## src/verilog/fabric_cfg.svh

```systemverilog
`default_nettype none
`ifndef FABRIC_CFG_SVH
`define FABRIC_CFG_SVH

// Cluster count and index width
`define NUM_CLUSTERS    4
`define CLUSTER_BITS    2

`define WORD_WIDTH      32
`define IO_ADDR_WIDTH   30

// Host tag carries the source cluster above the cluster tag
`define IO_TAG_WIDTH    8
`define HOST_TAG_WIDTH  (`IO_TAG_WIDTH + `CLUSTER_BITS)

`define CSR_ADDR_WIDTH  12
`define CORE_ID_WIDTH   8
`define CORE_BITS       2

`endif
`default_nettype wire

```

## src/verilog/fabric_pkg.sv

```systemverilog
`include "fabric_cfg.svh"
`default_nettype none

package fabric_pkg;

    typedef enum logic {
        op_read,
        op_write
    } io_op_e;

    typedef struct packed {
        io_op_e                     op;
        logic [`IO_ADDR_WIDTH-1:0]  addr;
        logic [3:0]                 byteen;
        logic [`WORD_WIDTH-1:0]     data;
        logic [`IO_TAG_WIDTH-1:0]   tag;
    } io_req_t;

    typedef struct packed {
        io_op_e                     op;
        logic [`IO_ADDR_WIDTH-1:0]  addr;
        logic [3:0]                 byteen;
        logic [`WORD_WIDTH-1:0]     data;
        logic [`HOST_TAG_WIDTH-1:0] tag;
    } host_io_req_t;

    typedef struct packed {
        logic [`WORD_WIDTH-1:0]     data;
        logic [`IO_TAG_WIDTH-1:0]   tag;
    } io_rsp_t;

    typedef struct packed {
        logic [`WORD_WIDTH-1:0]     data;
        logic [`HOST_TAG_WIDTH-1:0] tag;
    } host_io_rsp_t;

    // Core id local to the cluster
    typedef struct packed {
        io_op_e                     op;
        logic [`CSR_ADDR_WIDTH-1:0] addr;
        logic [`WORD_WIDTH-1:0]     data;
        logic [`CORE_BITS-1:0]      core_id;
    } csr_req_t;

    typedef struct packed {
        io_op_e                     op;
        logic [`CSR_ADDR_WIDTH-1:0] addr;
        logic [`WORD_WIDTH-1:0]     data;
        logic [`CORE_ID_WIDTH-1:0]  core_id;
    } host_csr_req_t;

    typedef enum logic [1:0] {
        csr_idle,
        csr_fwd,
        csr_wait,
        csr_reply
    } csr_state_e;

endpackage

`default_nettype wire

```

## src/verilog/io_rsp_router.sv

```systemverilog
`timescale 1ns/100ps
`include "fabric_cfg.svh"
`default_nettype none

module io_rsp_router (
    input  logic                        clk,
    input  logic                        rst_n,

    input  logic                        host_rsp_valid,
    input  fabric_pkg::host_io_rsp_t    host_rsp,
    output logic                        host_rsp_ready,

    output logic [`NUM_CLUSTERS-1:0]    cl_rsp_valid,
    output fabric_pkg::io_rsp_t         cl_rsp,
    input  logic [`NUM_CLUSTERS-1:0]    cl_rsp_ready
);

    logic [`CLUSTER_BITS-1:0] dst_idx;
    logic [`NUM_CLUSTERS-1:0] dst_sel;
    logic                     buf_busy;
    logic                     drain;
    logic                     accept;

    // Destination cluster sits in the upper tag bits
    assign dst_idx = host_rsp.tag[`HOST_TAG_WIDTH-1 -: `CLUSTER_BITS];
    assign dst_sel = `NUM_CLUSTERS'(1) << dst_idx;

    // Valid is held one-hot, so only the target's ready matters
    assign buf_busy       = |cl_rsp_valid;
    assign drain          = |(cl_rsp_valid & cl_rsp_ready);
    assign host_rsp_ready = host_rsp_valid && (!buf_busy || drain);
    assign accept         = host_rsp_valid && host_rsp_ready;

    always_ff @(posedge clk or negedge rst_n) begin
        if (!rst_n) begin
            cl_rsp_valid <= '0;
        end else if (accept) begin
            cl_rsp_valid <= dst_sel;
        end else if (drain) begin
            cl_rsp_valid <= '0;
        end
    end

    always_ff @(posedge clk) begin
        if (accept) begin
            cl_rsp.data <= host_rsp.data;
            cl_rsp.tag  <= host_rsp.tag[`IO_TAG_WIDTH-1:0];
        end
    end

endmodule

`default_nettype wire

```

## config.mk

```make
export PLATFORM = sky130hd
export DESIGN_NAME = io_rsp_router
export DESIGN_NICKNAME = d
export VERILOG_FILES = /design/src/verilog/fabric_pkg.sv /design/src/verilog/io_rsp_router.sv
export VERILOG_INCLUDE_DIRS = /design/src /design/src/verilog
export SDC_FILE = /design/constraint.sdc
export NUM_CORES = 1
export LEC_CHECK = 0
export BUFFER_PORTS_ARGS = -buffer_cell sky130_fd_sc_hd__buf_4
export CAP_MARGIN = 20
export CORE_ASPECT_RATIO = 1.2
export CORE_MARGIN = 3
export CORE_UTILIZATION = 40
export CTS_CLUSTER_DIAMETER = 60
export DETAILED_ROUTE_END_ITERATION = 10
export HOLD_SLACK_MARGIN = 0.06
export PLACE_DENSITY = 0.77
export SKIP_CTS_REPAIR_TIMING = 1
export SLEW_MARGIN = 25
export SYNTH_ARGS = -nofsm -noshare
export SYNTH_HDL_FRONTEND = slang
export SYNTH_SLANG_ARGS = --single-unit
```

## constraint.sdc

```tcl
create_clock -name clk -period 4.2 [get_ports clk]
set_input_delay 1.05 -clock clk [delete_from_list [all_inputs] [get_ports clk]]
set_output_delay 1.05 -clock clk [all_outputs]
set_load 0.05 [all_outputs]
```

==> load_flow_metrics.sql <==
INSERT INTO impl_metrics (metric_group, metric, value, unit) VALUES
('pwr', 'power.internal', '0.885', 'mW'),
('routing', 'postRouteWirelength', '2820', 'um'),
('place', 'routabilityCongestion', '0.660', ''),
('logic_synthesis', 'synth_enable_flop_cells', '40', ''),
('pwr', 'p_total', '1.56', 'mW'),
('logic_synthesis', 'most_instantiated_library_cell_after_synthesis', 'edfxtp_1', ''),
('finish', 'share_of_cells_above_drive_strength_1', '63.9', '%'),
('grt', 'grt_max_degree', '45', ''),
('floorplan', 'row_count', '22', ''),
('status', 'outcome', 'finished, final reports clean', ''),
('grt', 'first_global_vias', '985', ''),
('pwr', 'p_seq_share', '42.5', '%'),
('setup_path', 'critical_path_peak_fanout', '4', ''),
('logic_synthesis', 'synth_cells', '56', ''),
('timing', 'finalMaxSlewViolations', '0', ''),
('logic_synthesis', 'compound_cell_area_share_of_the_yosys_netlist', '4.85', '%'),
('cts', 'clock_sinks', '44', ''),
('finish', 'sequential_cell_area', '1300', 'sq um'),
('floorplan', 'die_area', '4230', 'sq um'),
('floorplan', 'placeableCoreArea', '3190', 'sq um'),
('cts', 'ctsRootBufferMaster', 'clkbuf_4', ''),
('place', 'numPortBuffers', '93', ''),
('logic_synthesis', 'yosys_warnings', '0', ''),
('pwr', 'ir_drop', '637', 'uV'),
('logic_synthesis', 'ys_top_cells_by_area', 'edfxtp_1, dfrtp_1, a32o_1', ''),
('finish', 'num-nets-final', '206', ''),
('grt', 'grt.overflow.total', '0', ''),
('cts', 'tritoncts', 'built', ''),
('setup_path', 'worst_path_dominant_cell_family', 'simple AND/OR/NAND/NOR gates', ''),
('finish', 'area_added_between_synthesis_and_finish', '58.1', '%'),
('pwr', 'clockPowerShare', '11.9', '%'),
('timing', 'grt_setup_unrepaired', 'no', ''),
('cts', 'tritoncts.num_buffers', '5', ''),
('routing', 'vias_per_cell', '4.74', ''),
('floorplan', 'fp.dieH', '70.7', 'um'),
('timing', 'maximum_clock_frequency', '350', 'MHz'),
('place', 'detailed_place_hpwl', '2140', 'um'),
('grt', 'grt_util_all_layers', '14.0', '%'),
('finish', 'multi_input_logic_area', '90.1', 'sq um'),
('pwr', 'netSwitchingFraction', '43.4', '%'),
('logic_synthesis', 'yosysTopAreaCell', 'edfxtp_1', ''),
('pwr', 'pwr_density_cell', '710', 'nW/um^2'),
('timing', 'skew', '10.2', 'ps'),
('pwr', 'power.switching', '0.679', 'mW'),
('routing', 'route.antenna.remaining_nets', '0', ''),
('timing', 'final.period_utilization', '68.0', '%'),
('logic_synthesis', 'synth.area.mux_share', '0', '%'),
('logic_synthesis', 'postSynth.topFlopCell', 'edfxtp_1', ''),
('floorplan', 'start_util', '43.7', '%'),
('routing', 'firstDrtPassIters', '4', ''),
('setup_path', 'worst-endpoint-required', '3150', 'ps'),
('setup_path', 'critical_path.slowest_cell', 'or4_1', ''),
('grt', 'first_pass_grt_wire_length', '4280', 'um'),
('logic_synthesis', 'synthesis.area', '1390', 'sq um'),
('logic_synthesis', 'synth-seq-cells', '44', ''),
('floorplan', 'num_io_pins', '94', ''),
('cts', 'clk_latency', '350', 'ps'),
('run', 'maxCapViolations', '0', ''),
('finish', 'final_area', '2200', 'sq um'),
('floorplan', 'floorplan.die.width', '59.9', 'um'),
('setup_path', 'timing_worst_setup_path_type', 'reg2out', ''),
('finish', 'ant_diodes', '0', ''),
('logic_synthesis', 'synth-simple-area-share', '0.987', '%'),
('setup_path', 'worstPathArrival', '1810', 'ps'),
('setup_path', 'path_buf_inv', '1', ''),
('pwr', 'leakage', '0.950', 'nW'),
('timing', 'timing.final.hold_violations', '0', ''),
('place', 'post_dp_cell_area', '2150', 'sq um'),
('finish', 'n_fill_cell', '237', ''),
('pwr', 'power_frac_comb', '45.5', '%'),
('cts', 'clock_tree_buf_depth', '2', '');
path summary, 6_finish.rpt:
check | end | start | cells after the start | slack [ps]
worst max-delay path | host_rsp_ready | cl_rsp_valid[0]$_DFFE_PN0P_ | 3 | 1340
worst min-delay path | cl_rsp_valid[1]$_DFFE_PN0P_ | rst_n | 1 | 470
worst max register to register | cl_rsp[5]$_DFFE_PP_ | cl_rsp_valid[0]$_DFFE_PN0P_ | 3 | 2110
worst min register to register | cl_rsp_valid[3]$_DFFE_PN0P_ | cl_rsp_valid[3]$_DFFE_PN0P_ | 1 | 580
max in group asynchronous | cl_rsp_valid[2]$_DFFE_PN0P_ | rst_n | 1 | 3630
min in group clk | cl_rsp_valid[3]$_DFFE_PN0P_ | cl_rsp_valid[3]$_DFFE_PN0P_ | 1 | 580
state kept, by name (all words and copies together), names as in the netlist:
register	count
cl_rsp_valid	4
cl_rsp	40
layout by cell type (no fill, tap or decap), drive strengths merged:
master,synthesis,final
a22oi,2,2
dfrtp,4,4
and2,1,1
or4,1,1
a32o,4,4
clkbuf,0,7
edfxtp,40,40
inv,3,3
buf,0,94
a31oi,1,1
clkinv,0,1
through the flow:
step	cells	worst slack [ps]
after global placement	186	1380
after detailed placement	186	1350
after floorplan	56	147
after global routing	194	1270
after CTS	194	1330
final	194	1340
layer usage:
metal / vias up / track usage, % / share of wire (%)
met2: 67 / 22.7 / 51
met3: 3 / 11.5 / 18
met5: - / 0 / 0
li1: 430 / - / -
met4: 0 / 5.42 / 1.2
met1: 419 / 12.5 / 30
kinds of logic after synthesis:
| kind of cell | Yosys count |
|---|---|
| flops | 44 |
| compound gates | 7 |
| simple gates | 2 |
| buf+inv | 3 |
cell type report:
cell class | instances | share of cell area (%)
tap | 36 | 2.04
timing repair buffer | 94 | 32.0
clock buffer | 7 | 2.04
clock inverter | 1 | 0.227
inverter | 3 | 0.511
sequential | 44 | 59.1
multi-input combinational | 9 | 4.09
power groups by stage:
stage	clock (mW)	combinational, mW	sequential, mW
6_report	0.186	0.712	0.665
5_1_grt	0.213	0.742	0.679
4_1_cts	0.195	0.718	0.666
3_5_place_dp	0	0.718	0.675
3_3_place_gp	0	0.709	0.672
2_1_floorplan	0	0.111	1.05
worst reg2reg max path: cells and delay by family (launching register included):
family,cells,cell delay (ps)
DFF,1,440
and+or+nand+nor,1,590
buffers and inverters,1,480
AOI/OAI and AO/OA,1,210
Note: power is estimated with default switching activity, not from simulation.
