<file path="src/verilog/fabric_cfg.svh">
`default_nettype none
`ifndef FABRIC_CFG_SVH
`define FABRIC_CFG_SVH

// Cluster count and index width
`define NUM_CLUSTERS    4
`define CLUSTER_BITS    2

`define WORD_WIDTH      32
`define IO_ADDR_WIDTH   30

// Host tag carries the source cluster above the cluster tag
`define IO_TAG_WIDTH    8
`define HOST_TAG_WIDTH  (`IO_TAG_WIDTH + `CLUSTER_BITS)

`define CSR_ADDR_WIDTH  12
`define CORE_ID_WIDTH   8
`define CORE_BITS       2

`endif
`default_nettype wire

</file>
<file path="src/verilog/fabric_pkg.sv">
`include "fabric_cfg.svh"
`default_nettype none

package fabric_pkg;

    typedef enum logic {
        op_read,
        op_write
    } io_op_e;

    typedef struct packed {
        io_op_e                     op;
        logic [`IO_ADDR_WIDTH-1:0]  addr;
        logic [3:0]                 byteen;
        logic [`WORD_WIDTH-1:0]     data;
        logic [`IO_TAG_WIDTH-1:0]   tag;
    } io_req_t;

    typedef struct packed {
        io_op_e                     op;
        logic [`IO_ADDR_WIDTH-1:0]  addr;
        logic [3:0]                 byteen;
        logic [`WORD_WIDTH-1:0]     data;
        logic [`HOST_TAG_WIDTH-1:0] tag;
    } host_io_req_t;

    typedef struct packed {
        logic [`WORD_WIDTH-1:0]     data;
        logic [`IO_TAG_WIDTH-1:0]   tag;
    } io_rsp_t;

    typedef struct packed {
        logic [`WORD_WIDTH-1:0]     data;
        logic [`HOST_TAG_WIDTH-1:0] tag;
    } host_io_rsp_t;

    // Core id local to the cluster
    typedef struct packed {
        io_op_e                     op;
        logic [`CSR_ADDR_WIDTH-1:0] addr;
        logic [`WORD_WIDTH-1:0]     data;
        logic [`CORE_BITS-1:0]      core_id;
    } csr_req_t;

    typedef struct packed {
        io_op_e                     op;
        logic [`CSR_ADDR_WIDTH-1:0] addr;
        logic [`WORD_WIDTH-1:0]     data;
        logic [`CORE_ID_WIDTH-1:0]  core_id;
    } host_csr_req_t;

    typedef enum logic [1:0] {
        csr_idle,
        csr_fwd,
        csr_wait,
        csr_reply
    } csr_state_e;

endpackage

`default_nettype wire

</file>
<file path="src/verilog/csr_router.sv">
`timescale 1ns/100ps
`include "fabric_cfg.svh"
`default_nettype none

module csr_router (
    input  logic                                    clk,
    input  logic                                    rst_n,

    input  logic                                    host_req_valid,
    input  fabric_pkg::host_csr_req_t               host_req,
    output logic                                    host_req_ready,

    output logic [`NUM_CLUSTERS-1:0]                cl_req_valid,
    output fabric_pkg::csr_req_t                    cl_req,
    input  logic [`NUM_CLUSTERS-1:0]                cl_req_ready,

    input  logic [`NUM_CLUSTERS-1:0]                cl_rsp_valid,
    input  logic [`NUM_CLUSTERS-1:0][`WORD_WIDTH-1:0] cl_rsp_data,
    output logic [`NUM_CLUSTERS-1:0]                cl_rsp_ready,

    output logic                                    host_rsp_valid,
    output logic [`WORD_WIDTH-1:0]                  host_rsp_data,
    input  logic                                    host_rsp_ready
);
    import fabric_pkg::*;

    csr_state_e               state;
    csr_state_e               state_next;
    logic [`CLUSTER_BITS-1:0] target;
    logic [`NUM_CLUSTERS-1:0] target_sel;
    logic                     host_fire;
    logic                     fwd_done;
    logic                     rsp_fire;

    assign target_sel = `NUM_CLUSTERS'(1) << target;

    assign host_req_ready = (state == csr_idle);
    assign cl_req_valid   = (state == csr_fwd) ? target_sel : '0;
    assign cl_rsp_ready   = (state == csr_wait) ? target_sel : '0;
    assign host_rsp_valid = (state == csr_reply);

    assign host_fire = host_req_valid && host_req_ready;
    assign fwd_done  = |(cl_req_valid & cl_req_ready);
    assign rsp_fire  = |(cl_rsp_valid & cl_rsp_ready);

    always_comb begin
        state_next = state;
        unique case (state)
            csr_idle:  if (host_fire) state_next = csr_fwd;
            csr_fwd:   if (fwd_done) state_next = csr_wait;
            csr_wait:  if (rsp_fire) state_next = csr_reply;
            csr_reply: if (host_rsp_ready) state_next = csr_idle;
            default:   state_next = csr_idle;
        endcase
    end

    always_ff @(posedge clk or negedge rst_n) begin
        if (!rst_n) begin
            state <= csr_idle;
        end else begin
            state <= state_next;
        end
    end

    // Upper core id bits pick the cluster, the low bits stay as local id
    always_ff @(posedge clk) begin
        if (host_fire) begin
            target         <= `CLUSTER_BITS'(host_req.core_id >> `CORE_BITS);
            cl_req.op      <= host_req.op;
            cl_req.addr    <= host_req.addr;
            cl_req.data    <= host_req.data;
            cl_req.core_id <= host_req.core_id[`CORE_BITS-1:0];
        end
    end

    always_ff @(posedge clk) begin
        if (rsp_fire) begin
            host_rsp_data <= cl_rsp_data[target];
        end
    end

endmodule

`default_nettype wire

</file>
<file path="config.mk">
export PLATFORM = sky130hd
export DESIGN_NAME = csr_router
export DESIGN_NICKNAME = d
export VERILOG_FILES = /design/src/verilog/fabric_pkg.sv /design/src/verilog/csr_router.sv
export VERILOG_INCLUDE_DIRS = /design/src /design/src/verilog
export SDC_FILE = /design/constraint.sdc
export NUM_CORES = 1
export LEC_CHECK = 0
export ABC_AREA = 1
export BUFFER_PORTS_ARGS = -buffer_cell sky130_fd_sc_hd__clkbuf_2
export CORE_MARGIN = 2
export CORE_UTILIZATION = 32
export CTS_CLUSTER_SIZE = 14
export DETAILED_ROUTE_END_ITERATION = 7
export PLACE_DENSITY = 0.67
export SYNTH_ARGS = -nofsm -noshare
export SYNTH_HDL_FRONTEND = slang
export SYNTH_SLANG_ARGS = --single-unit
</file>
<file path="constraint.sdc">
create_clock -name clk -period 3.8 [get_ports clk]
set_clock_uncertainty 0.2 [all_clocks]
set_input_delay 0.76 -clock clk [delete_from_list [all_inputs] [get_ports clk]]
set_output_delay 0.76 -clock clk [all_outputs]
set_load 0.05 [all_outputs]
</file>
==> results of run 1 <==
-- area by class of cell --
class                   count  area [um2]
clock buffers               9         124
well taps                 140         175
flip-flops and latches     83        2480
fillers                  1017        5580
inverters                  12        45.0
clock inverters             7        80.1
repair buffers            285        1450
multi-input cells         171         953
-- stage by stage --
| step | worst slack (ns) | hold slack [ns] |
|---|---|---|
| floorplan | 1.16 | 0.264 |
| global placement | 1.37 | 0.308 |
| detailed placement | 1.32 | 0.336 |
| CTS | 0.914 | 0.356 |
| global route | 0.779 | 0.340 |
| finish | 0.939 | 0.359 |
-- power breakdown --
group / switching [mW] / internal (mW) / leakage (nW)
sequential: 0.0637 / 1.26 / 0.774
clock: 0.341 / 0.314 / 0.103
combinational: 1.10 / 0.321 / 1.62
-- flip-flops by register name (all words and copies together), names as in the netlist --
name,cells
cl_req,47
state,2
target,2
host_rsp_data,32
-- cells by family after synthesis --
kind of cell               share of synthesized area (%)
and+or+nand+nor                                     18.5
DFF                                                 69.2
buffers and inverters                               4.19
AOI/OAI and AO/OA                                   6.66
adders and majority gates                           1.40
-- timing repair --
item | CTS | global route
gates resized for setup | 0 | 0
endpoints found under the hold margin | 2 | 0
hold buffers | 1 | 0
-- cells in the final DEF (no fill, tap or decap), drive strengths merged --
master,n
clkinvlp,1
nand4,5
nand3,102
dlygate4sd3,1
a22oi,31
nor2,13
ha,4
dfrtp,2
clkbuf,286
nand2,15
o22ai,1
buf,7
clkinv,1
bufinv,1
inv,16
edfxtp,81
-- path summary, 6_finish.rpt --
check / start / end / slack, ns / cells after the start
setup / recovery: target[0] / cl_req_valid[2] / 0.94 / 5
hold / removal: state[1] / state[1] / 0.36 / 2
setup reg to reg: target[1] / host_rsp_data[7] / 1.62 / 6
hold reg to reg: state[1] / state[1] / 0.36 / 2
max in group asynchronous: rst_n / state[1] / 2.77 / 2
min in group asynchronous: rst_n / state[0] / 0.53 / 2
-- per-layer routing --
metal,track usage (%),vias to the layer above
met5,0,-
met4,5.97,0
met3,4.51,16
met2,31.6,192
met1,19.4,1567
li1,-,1643
-- worst min-delay path: cells and delay by family (launching register included) --
| family | cells | cell delay [ns] |
|---|---|---|
| and+or+nand+nor | 2 | 0.12 |
| DFF | 1 | 0.41 |
==> impl_results.rst, run 1 <==
.. list-table::
   :header-rows: 1

   * - Metric
     - Value
   * - Count of port buffers added during placement
     - 277
   * - Clock edge transition at the registers on the reported setup and hold paths
     - 0.10 ns
   * - Sort of element at the end of the critical path
     - primary output
   * - Relative slew slack
     - 33.6%
   * - Fin Setup TNS
     - 0 ns
   * - Synth warnings
     - 0
   * - Die area
     - 12100 um2
   * - Detailed-route DRC error count
     - 0
   * - Data arrival time of the critical path
     - 1.90 ns
   * - Fraction of the yosys area taken by sequential cells
     - 69.2%
   * - Ratio of final minimum period to clock period
     - 75.3%
   * - Post-synthesis cell type with the largest combined area
     - edfxtp_1
   * - Met1 WL
     - 4.30 mm
   * - Iter 0 DRT Violations
     - 157
   * - Cell variety after synth
     - 17
   * - Critical path class
     - flop to primary output
   * - Source-to-sink clock delay at the later pin of the worst-skew pair
     - 0.35 ns
   * - Shortest clock period the worst path allows after layout
     - 2.86 ns
   * - Count of flip-flops with a built-in enable after synthesis
     - 81
   * - Placed wire-length estimate
     - 8.69 mm
   * - Antenna Cells
     - 0
   * - Initial antenna violation count
     - 0
   * - Layout overhead on the synthesized area
     - 48.0%
   * - Total number of H-tree levels
     - 3
   * - Pin count of the biggest net entering global routing
     - 50
   * - First-pass GRT wire length
     - 15.5 mm
   * - Ranking of synthesized cells by area
     - edfxtp_1 (68%), nand3_1 (14%), a22oi_1 (6.5%), buf_2 (2.1%), nand2_1 (1.6%)
   * - Leakage power of the design
     - 2.49 nW
   * - Cell at the slowest stage of the critical path
     - edfxtp_1
   * - Initial DRT Pass Iterations
     - 4
   * - Dpl cell area
     - 5090 um2
   * - Number of nets in the layout
     - 759
   * - I/O pin count
     - 282
   * - Fmax
     - 350 MHz
   * - Top-count cell post-synth
     - nand3_1
   * - Final Hold Viols
     - 0
   * - Overall global routing resource usage
     - 17.3%
   * - Worst vdd rail ir drop
     - 0.410 mV
   * - Post-synthesis cell area
     - 3590 um2
   * - Max stage delay on crit path
     - 0.47 ns
   * - CP Data Required Time
     - 2.84 ns
   * - Post-route insts no fill
     - 707
   * - Die span in y
     - 110 um
   * - Number of flip-flops and latches in the synthesized netlist
     - 83
   * - DR vias
     - 3418
   * - Gate count of the mapped netlist
     - 287
   * - TritonCTS clock tree
     - done
   * - Weighted congestion at the end of routability-driven global placement
     - 0.796
   * - Kind of cell adding the most delay to the critical path
     - buffers and inverters
   * - Vias per inst
     - 4.83
   * - Critical path fanouts, max
     - 35
   * - WL met2
     - 5.85 mm
   * - Master cell of the clock root buffer
     - clkbuf_8
   * - Power Total
     - 3.40 mW
   * - Sort of element at the start of the critical path
     - flop
   * - Floorplan row count
     - 38
   * - Yosys top cell area share
     - 67.8%
   * - Outcome
     - finished clean
   * - Initial standard-cell utilization of the core
     - 32.9%
   * - Sink Count
     - 83
   * - Highest metal layer with signal wires
     - met4
   * - Setup violation total in the final timing report
     - 0
   * - # placed instances
     - 690
   * - Pwr per Cell Area
     - 641 nW/um2
   * - Prevailing post-synth register cell
     - edfxtp_1
   * - RSZ-0062 raised after global routing
     - false
   * - Transition time at the pin with the least slew margin
     - 0.994 ns
   * - Clock Path Buffers
     - 2
   * - Worst path cell trace
     - inv_2, buf_4, nand2_1, nor2_1, clkbuf_2
   * - Share of final-layout standard cells stronger than drive strength 1
     - 54.1%
   * - Total clock buffers created by CTS
     - 9
   * - ANT nets after route
     - 0
   * - End-of-flow core utilization
     - 48.8%
   * - HP Class
     - flop to flop
   * - Max-slew violation count
     - 0
   * - Met3 WL post-DR
     - 923 um
   * - Final design area excluding fillers
     - 5310 um2
   * - Commonest cells in the netlist
     - nand3_1 (102), edfxtp_1 (81), a22oi_1 (31)
   * - Net count of the mapped netlist
     - 484
   * - Chip width
     - 110 um
   * - Via count of the first global-routing pass
     - 3184
   * - Wire per inst
     - 15.9 um
   * - Max-cap violations
     - 0
   * - Post-CTS setup buffers
     - 0
   * - Post-Route WL
     - 11.3 mm
   * - Core region area
     - 10900 um2
   * - Share of flip-flops with an asynchronous set or reset after synthesis
     - 2.41%
   * - Combined buffer and inverter count along the critical path
     - 3
   * - Overflow after GRT
     - 0
   * - Syn avg cell area
     - 12.5 um2
Note: power is estimated with default switching activity, not from simulation.
==> run 2, diff against run 1 <==
--- a/config.mk
+++ b/config.mk
@@ -6,13 +6,13 @@
 export SDC_FILE = /design/constraint.sdc
 export NUM_CORES = 1
 export LEC_CHECK = 0
-export ABC_AREA = 1
+export ABC_AREA = 0
 export BUFFER_PORTS_ARGS = -buffer_cell sky130_fd_sc_hd__clkbuf_2
 export CORE_MARGIN = 2
 export CORE_UTILIZATION = 32
 export CTS_CLUSTER_SIZE = 14
 export DETAILED_ROUTE_END_ITERATION = 7
-export PLACE_DENSITY = 0.67
+export PLACE_DENSITY = 0.68
 export SYNTH_ARGS = -nofsm -noshare
 export SYNTH_HDL_FRONTEND = slang
 export SYNTH_SLANG_ARGS = --single-unit
==> constraint.sdc (replaced) <==
create_clock -name clk -period 2.85 [get_ports clk]
set_clock_uncertainty 0.2 [all_clocks]
set_input_delay 0.57 -clock clk [delete_from_list [all_inputs] [get_ports clk]]
set_output_delay 0.57 -clock clk [all_outputs]
set_load 0.05 [all_outputs]
==> run 2 against run 1 <==
  * Highest routed layer unchanged
  * Sequential power is 29% higher
  * First-iteration DRC count shrank 18%
  * Sequential share of layout area grew 0.077 points
  * Worst setup slack worse by 0.61 ns
  * Largest cell class unchanged
  * Clock-buffer cell count unchanged
==> impl_results.rst, run 2 <==
.. list-table::
   :header-rows: 1

   * - Metric
     - Value
   * - Outcome
     - finished clean
   * - I/O pin count
     - 282
   * - Vias per inst
     - 4.58
   * - Ranking of synthesized cells by area
     - edfxtp_1 (70%), mux4_2 (21%), dfrtp_1 (1.4%), ha_1 (1.4%), buf_2 (0.57%)
   * - Floorplan row count
     - 38
   * - Final Hold Viols
     - 0
   * - Die area
     - 11800 um2
   * - Cell variety after synth
     - 23
   * - Met3 WL post-DR
     - 827 um
   * - Post-Route WL
     - 10.1 mm
   * - Sort of element at the start of the critical path
     - flop
   * - Met1 WL
     - 3.85 mm
   * - Internal power of the cells
     - 2.62 mW
   * - Post-route insts no fill
     - 586
   * - Reg with most FFs
     - cl_req
   * - Highest metal layer with signal wires
     - met4
   * - Net switching power
     - 1.73 mW
   * - Fraction of the yosys area taken by sequential cells
     - 71.0%
   * - Syn avg cell area
     - 22.3 um2
   * - RSZ-0062 raised after global routing
     - false
   * - Clock edge transition at the registers on the reported setup and hold paths
     - 0.10 ns
   * - TritonCTS clock tree
     - done
   * - Share of final-layout standard cells stronger than drive strength 1
     - 74.9%
   * - Sink Count
     - 83
   * - Overall global routing resource usage
     - 16.5%
   * - Wire per inst
     - 17.3 um
   * - Fmax
     - 397 MHz
   * - Data arrival time of the critical path
     - 1.75 ns
   * - Pin count of the biggest net entering global routing
     - 44
   * - R2R Setup Slk
     - 0.65 ns
   * - Placed wire-length estimate
     - 8.36 mm
   * - HP Class
     - input pin to flop
   * - Yosys top cell area share
     - 69.6%
   * - Flop pwr share
     - 39.3%
   * - Top-count cell post-synth
     - edfxtp_1
   * - Sort of element at the end of the critical path
     - primary output
   * - Hold WS
     - 0.182 ns
   * - Transition time at the pin with the least slew margin
     - 0.774 ns
   * - Critical path fanouts, max
     - 5
   * - Weighted congestion at the end of routability-driven global placement
     - 0.818
   * - Source-to-sink clock delay at the later pin of the worst-skew pair
     - 0.35 ns
   * - Number of flip-flops and latches in the synthesized netlist
     - 83
   * - Synth warnings
     - 0
   * - Iter 0 DRT Violations
     - 128
   * - Initial antenna violation count
     - 0
   * - Detailed-route DRC error count
     - 0
   * - Max-cap violations
     - 0
   * - Prevailing post-synth register cell
     - edfxtp_1
   * - Share of total power consumed by net switching
     - 39.7%
   * - Core region area
     - 10700 um2
   * - Number of nets in the layout
     - 638
   * - Post-synthesis cell area
     - 3500 um2
   * - Share of flip-flops with an asynchronous set or reset after synthesis
     - 2.41%
   * - Clk network pwr share
     - 22.2%
   * - Max-slew violation count
     - 0
   * - Pwr per Cell Area
     - 820 nW/um2
   * - Relative slew slack
     - 48.4%
   * - First-pass GRT wire length
     - 14.2 mm
   * - Largest registers
     - cl_req (47), host_rsp_data (32)
   * - Flip-flop count of the largest register, all copies and words added
     - 47
   * - Final design area excluding fillers
     - 5300 um2
   * - Commonest cells in the netlist
     - edfxtp_1 (81), mux4_2 (33), clkbuf_1 (5), inv_1 (5)
   * - Gate count of the mapped netlist
     - 157
   * - # placed instances
     - 569
   * - Shortest clock period the worst path allows after layout
     - 2.52 ns
   * - Clock Path Buffers
     - 2
   * - Master cell of the clock root buffer
     - clkbuf_8
   * - Initial standard-cell utilization of the core
     - 32.5%
   * - Via count of the first global-routing pass
     - 2606
   * - WL met2
     - 5.24 mm
   * - Count of flip-flops with a built-in enable after synthesis
     - 81
   * - Cts repair resizes
     - 0
   * - Filler Cell Count
     - 990
   * - Net count of the mapped netlist
     - 354
   * - Ratio of final minimum period to clock period
     - 88.3%
   * - Overflow after GRT
     - 0
   * - Die span in y
     - 109 um
   * - DR vias
     - 2685
   * - Total clock buffers created by CTS
     - 9
   * - Critical path class
     - flop to primary output
   * - Layout overhead on the synthesized area
     - 51.6%
   * - Most used cells in the layout excluding fill and tap cells
     - clkbuf_2 (277), edfxtp_1 (81), mux4_2 (33), clkbuf_8 (9), inv_1 (5)
   * - Most common library cell in the layout ignoring fill and taps
     - clkbuf_2
   * - Post-synthesis cell type with the largest combined area
     - edfxtp_1
   * - Initial DRT Pass Iterations
     - 4
   * - CP Data Required Time
     - 2.08 ns
   * - Leakage power of the design
     - 2.40 nW
   * - Worst vdd rail ir drop
     - 0.500 mV
   * - Chip width
     - 109 um
   * - Setup violation total in the final timing report
     - 0
   * - ANT nets after route
     - 0
   * - Antenna Cells
     - 0
   * - Total number of H-tree levels
     - 3
   * - Portion of total power attributed to combinational logic
     - 38.5%
   * - Fin Setup TNS
     - 0 ns
   * - Count of port buffers added during placement
     - 277
   * - Dpl cell area
     - 5060 um2
[run 2: metrics by stage]
| stage | power [mW] | setup WS [ns] | utilization, % |
|---|---|---|---|
| 6_report | 4.35 | 0.334 | 49.3 |
| 5_1_grt | 4.55 | 0.196 | 49.3 |
| 4_1_cts | 4.41 | 0.296 | 49.3 |
| 3_5_place_dp | 3.44 | 0.601 | 47.1 |
| 3_3_place_gp | 3.40 | 0.645 | 47.1 |
| 2_1_floorplan | 2.96 | 0.160 | - |
[run 2: logic make-up (layout without fill, tap and decap cells)]
group           Yosys count  in the layout  share of synthesized area (%)
compound gates            3              3                          0.787
fa+ha+maj                 4              4                           1.43
buf+inv                  15            304                           1.97
flops                    83             83                           71.0
mux                      36             36                           22.1
simple gates             16             16                           2.68
[run 2: power by group through the flow]
stage          clock network [mW]  logic, mW  registers, mW
5_1_grt                      1.05       1.77           1.73
4_1_cts                     0.997       1.70           1.71
2_1_floorplan                   0      0.575           2.39
3_3_place_gp                    0       1.67           1.73
6_report                    0.963       1.67           1.71
3_5_place_dp                    0       1.70           1.74
[run 2: routing by layer]
| layer | global-route usage [%] | up-vias |
|---|---|---|
| met1 | 20.3 | 1296 |
| li1 | - | 1230 |
| met3 | 4.46 | 20 |
| met5 | 0 | - |
| met2 | 27.5 | 139 |
| met4 | 6.68 | 0 |
[run 2: final timing paths]
| check | start | to | depth (start not counted) |
|---|---|---|---|
| setup / recovery | state[0] | cl_rsp_ready[2] | 5 |
| max in group asynchronous | rst_n | state[1] | 2 |
| hold reg to reg | state[1] | state[1] | 1 |
| hold / removal | host_req[16] | cl_req[10] | 1 |
| min in group asynchronous | rst_n | state[0] | 2 |
| setup reg to reg | target[0] | host_rsp_data[15] | 3 |
[run 2: worst max-delay path: stages (launching register included)]
cell and delay, ns:
dfrtp_1 0.41, inv_1 0.10, ha_1 0.25, inv_1 0.12
nor3b_1 0.20, clkbuf_2 0.31
[run 2: timing repair]
action / CTS / global route
hold buffers: 1 / 0
endpoints found under the setup margin: 0 / 0
buffers inserted: 0 / 0
endpoints found under the hold margin: 2 / 0
[run 2: final cells by class]
| class | count | area (um2) | share of cell area (%) |
|---|---|---|---|
| repair buffers | 283 | 1450 | 27.3 |
| inverters | 5 | 18.8 | 0.354 |
| clock buffers | 9 | 124 | 2.34 |
| well taps | 140 | 175 | 3.31 |
| multi-input cells | 59 | 948 | 17.9 |
| flip-flops and latches | 83 | 2480 | 46.8 |
| clock inverters | 7 | 105 | 1.98 |
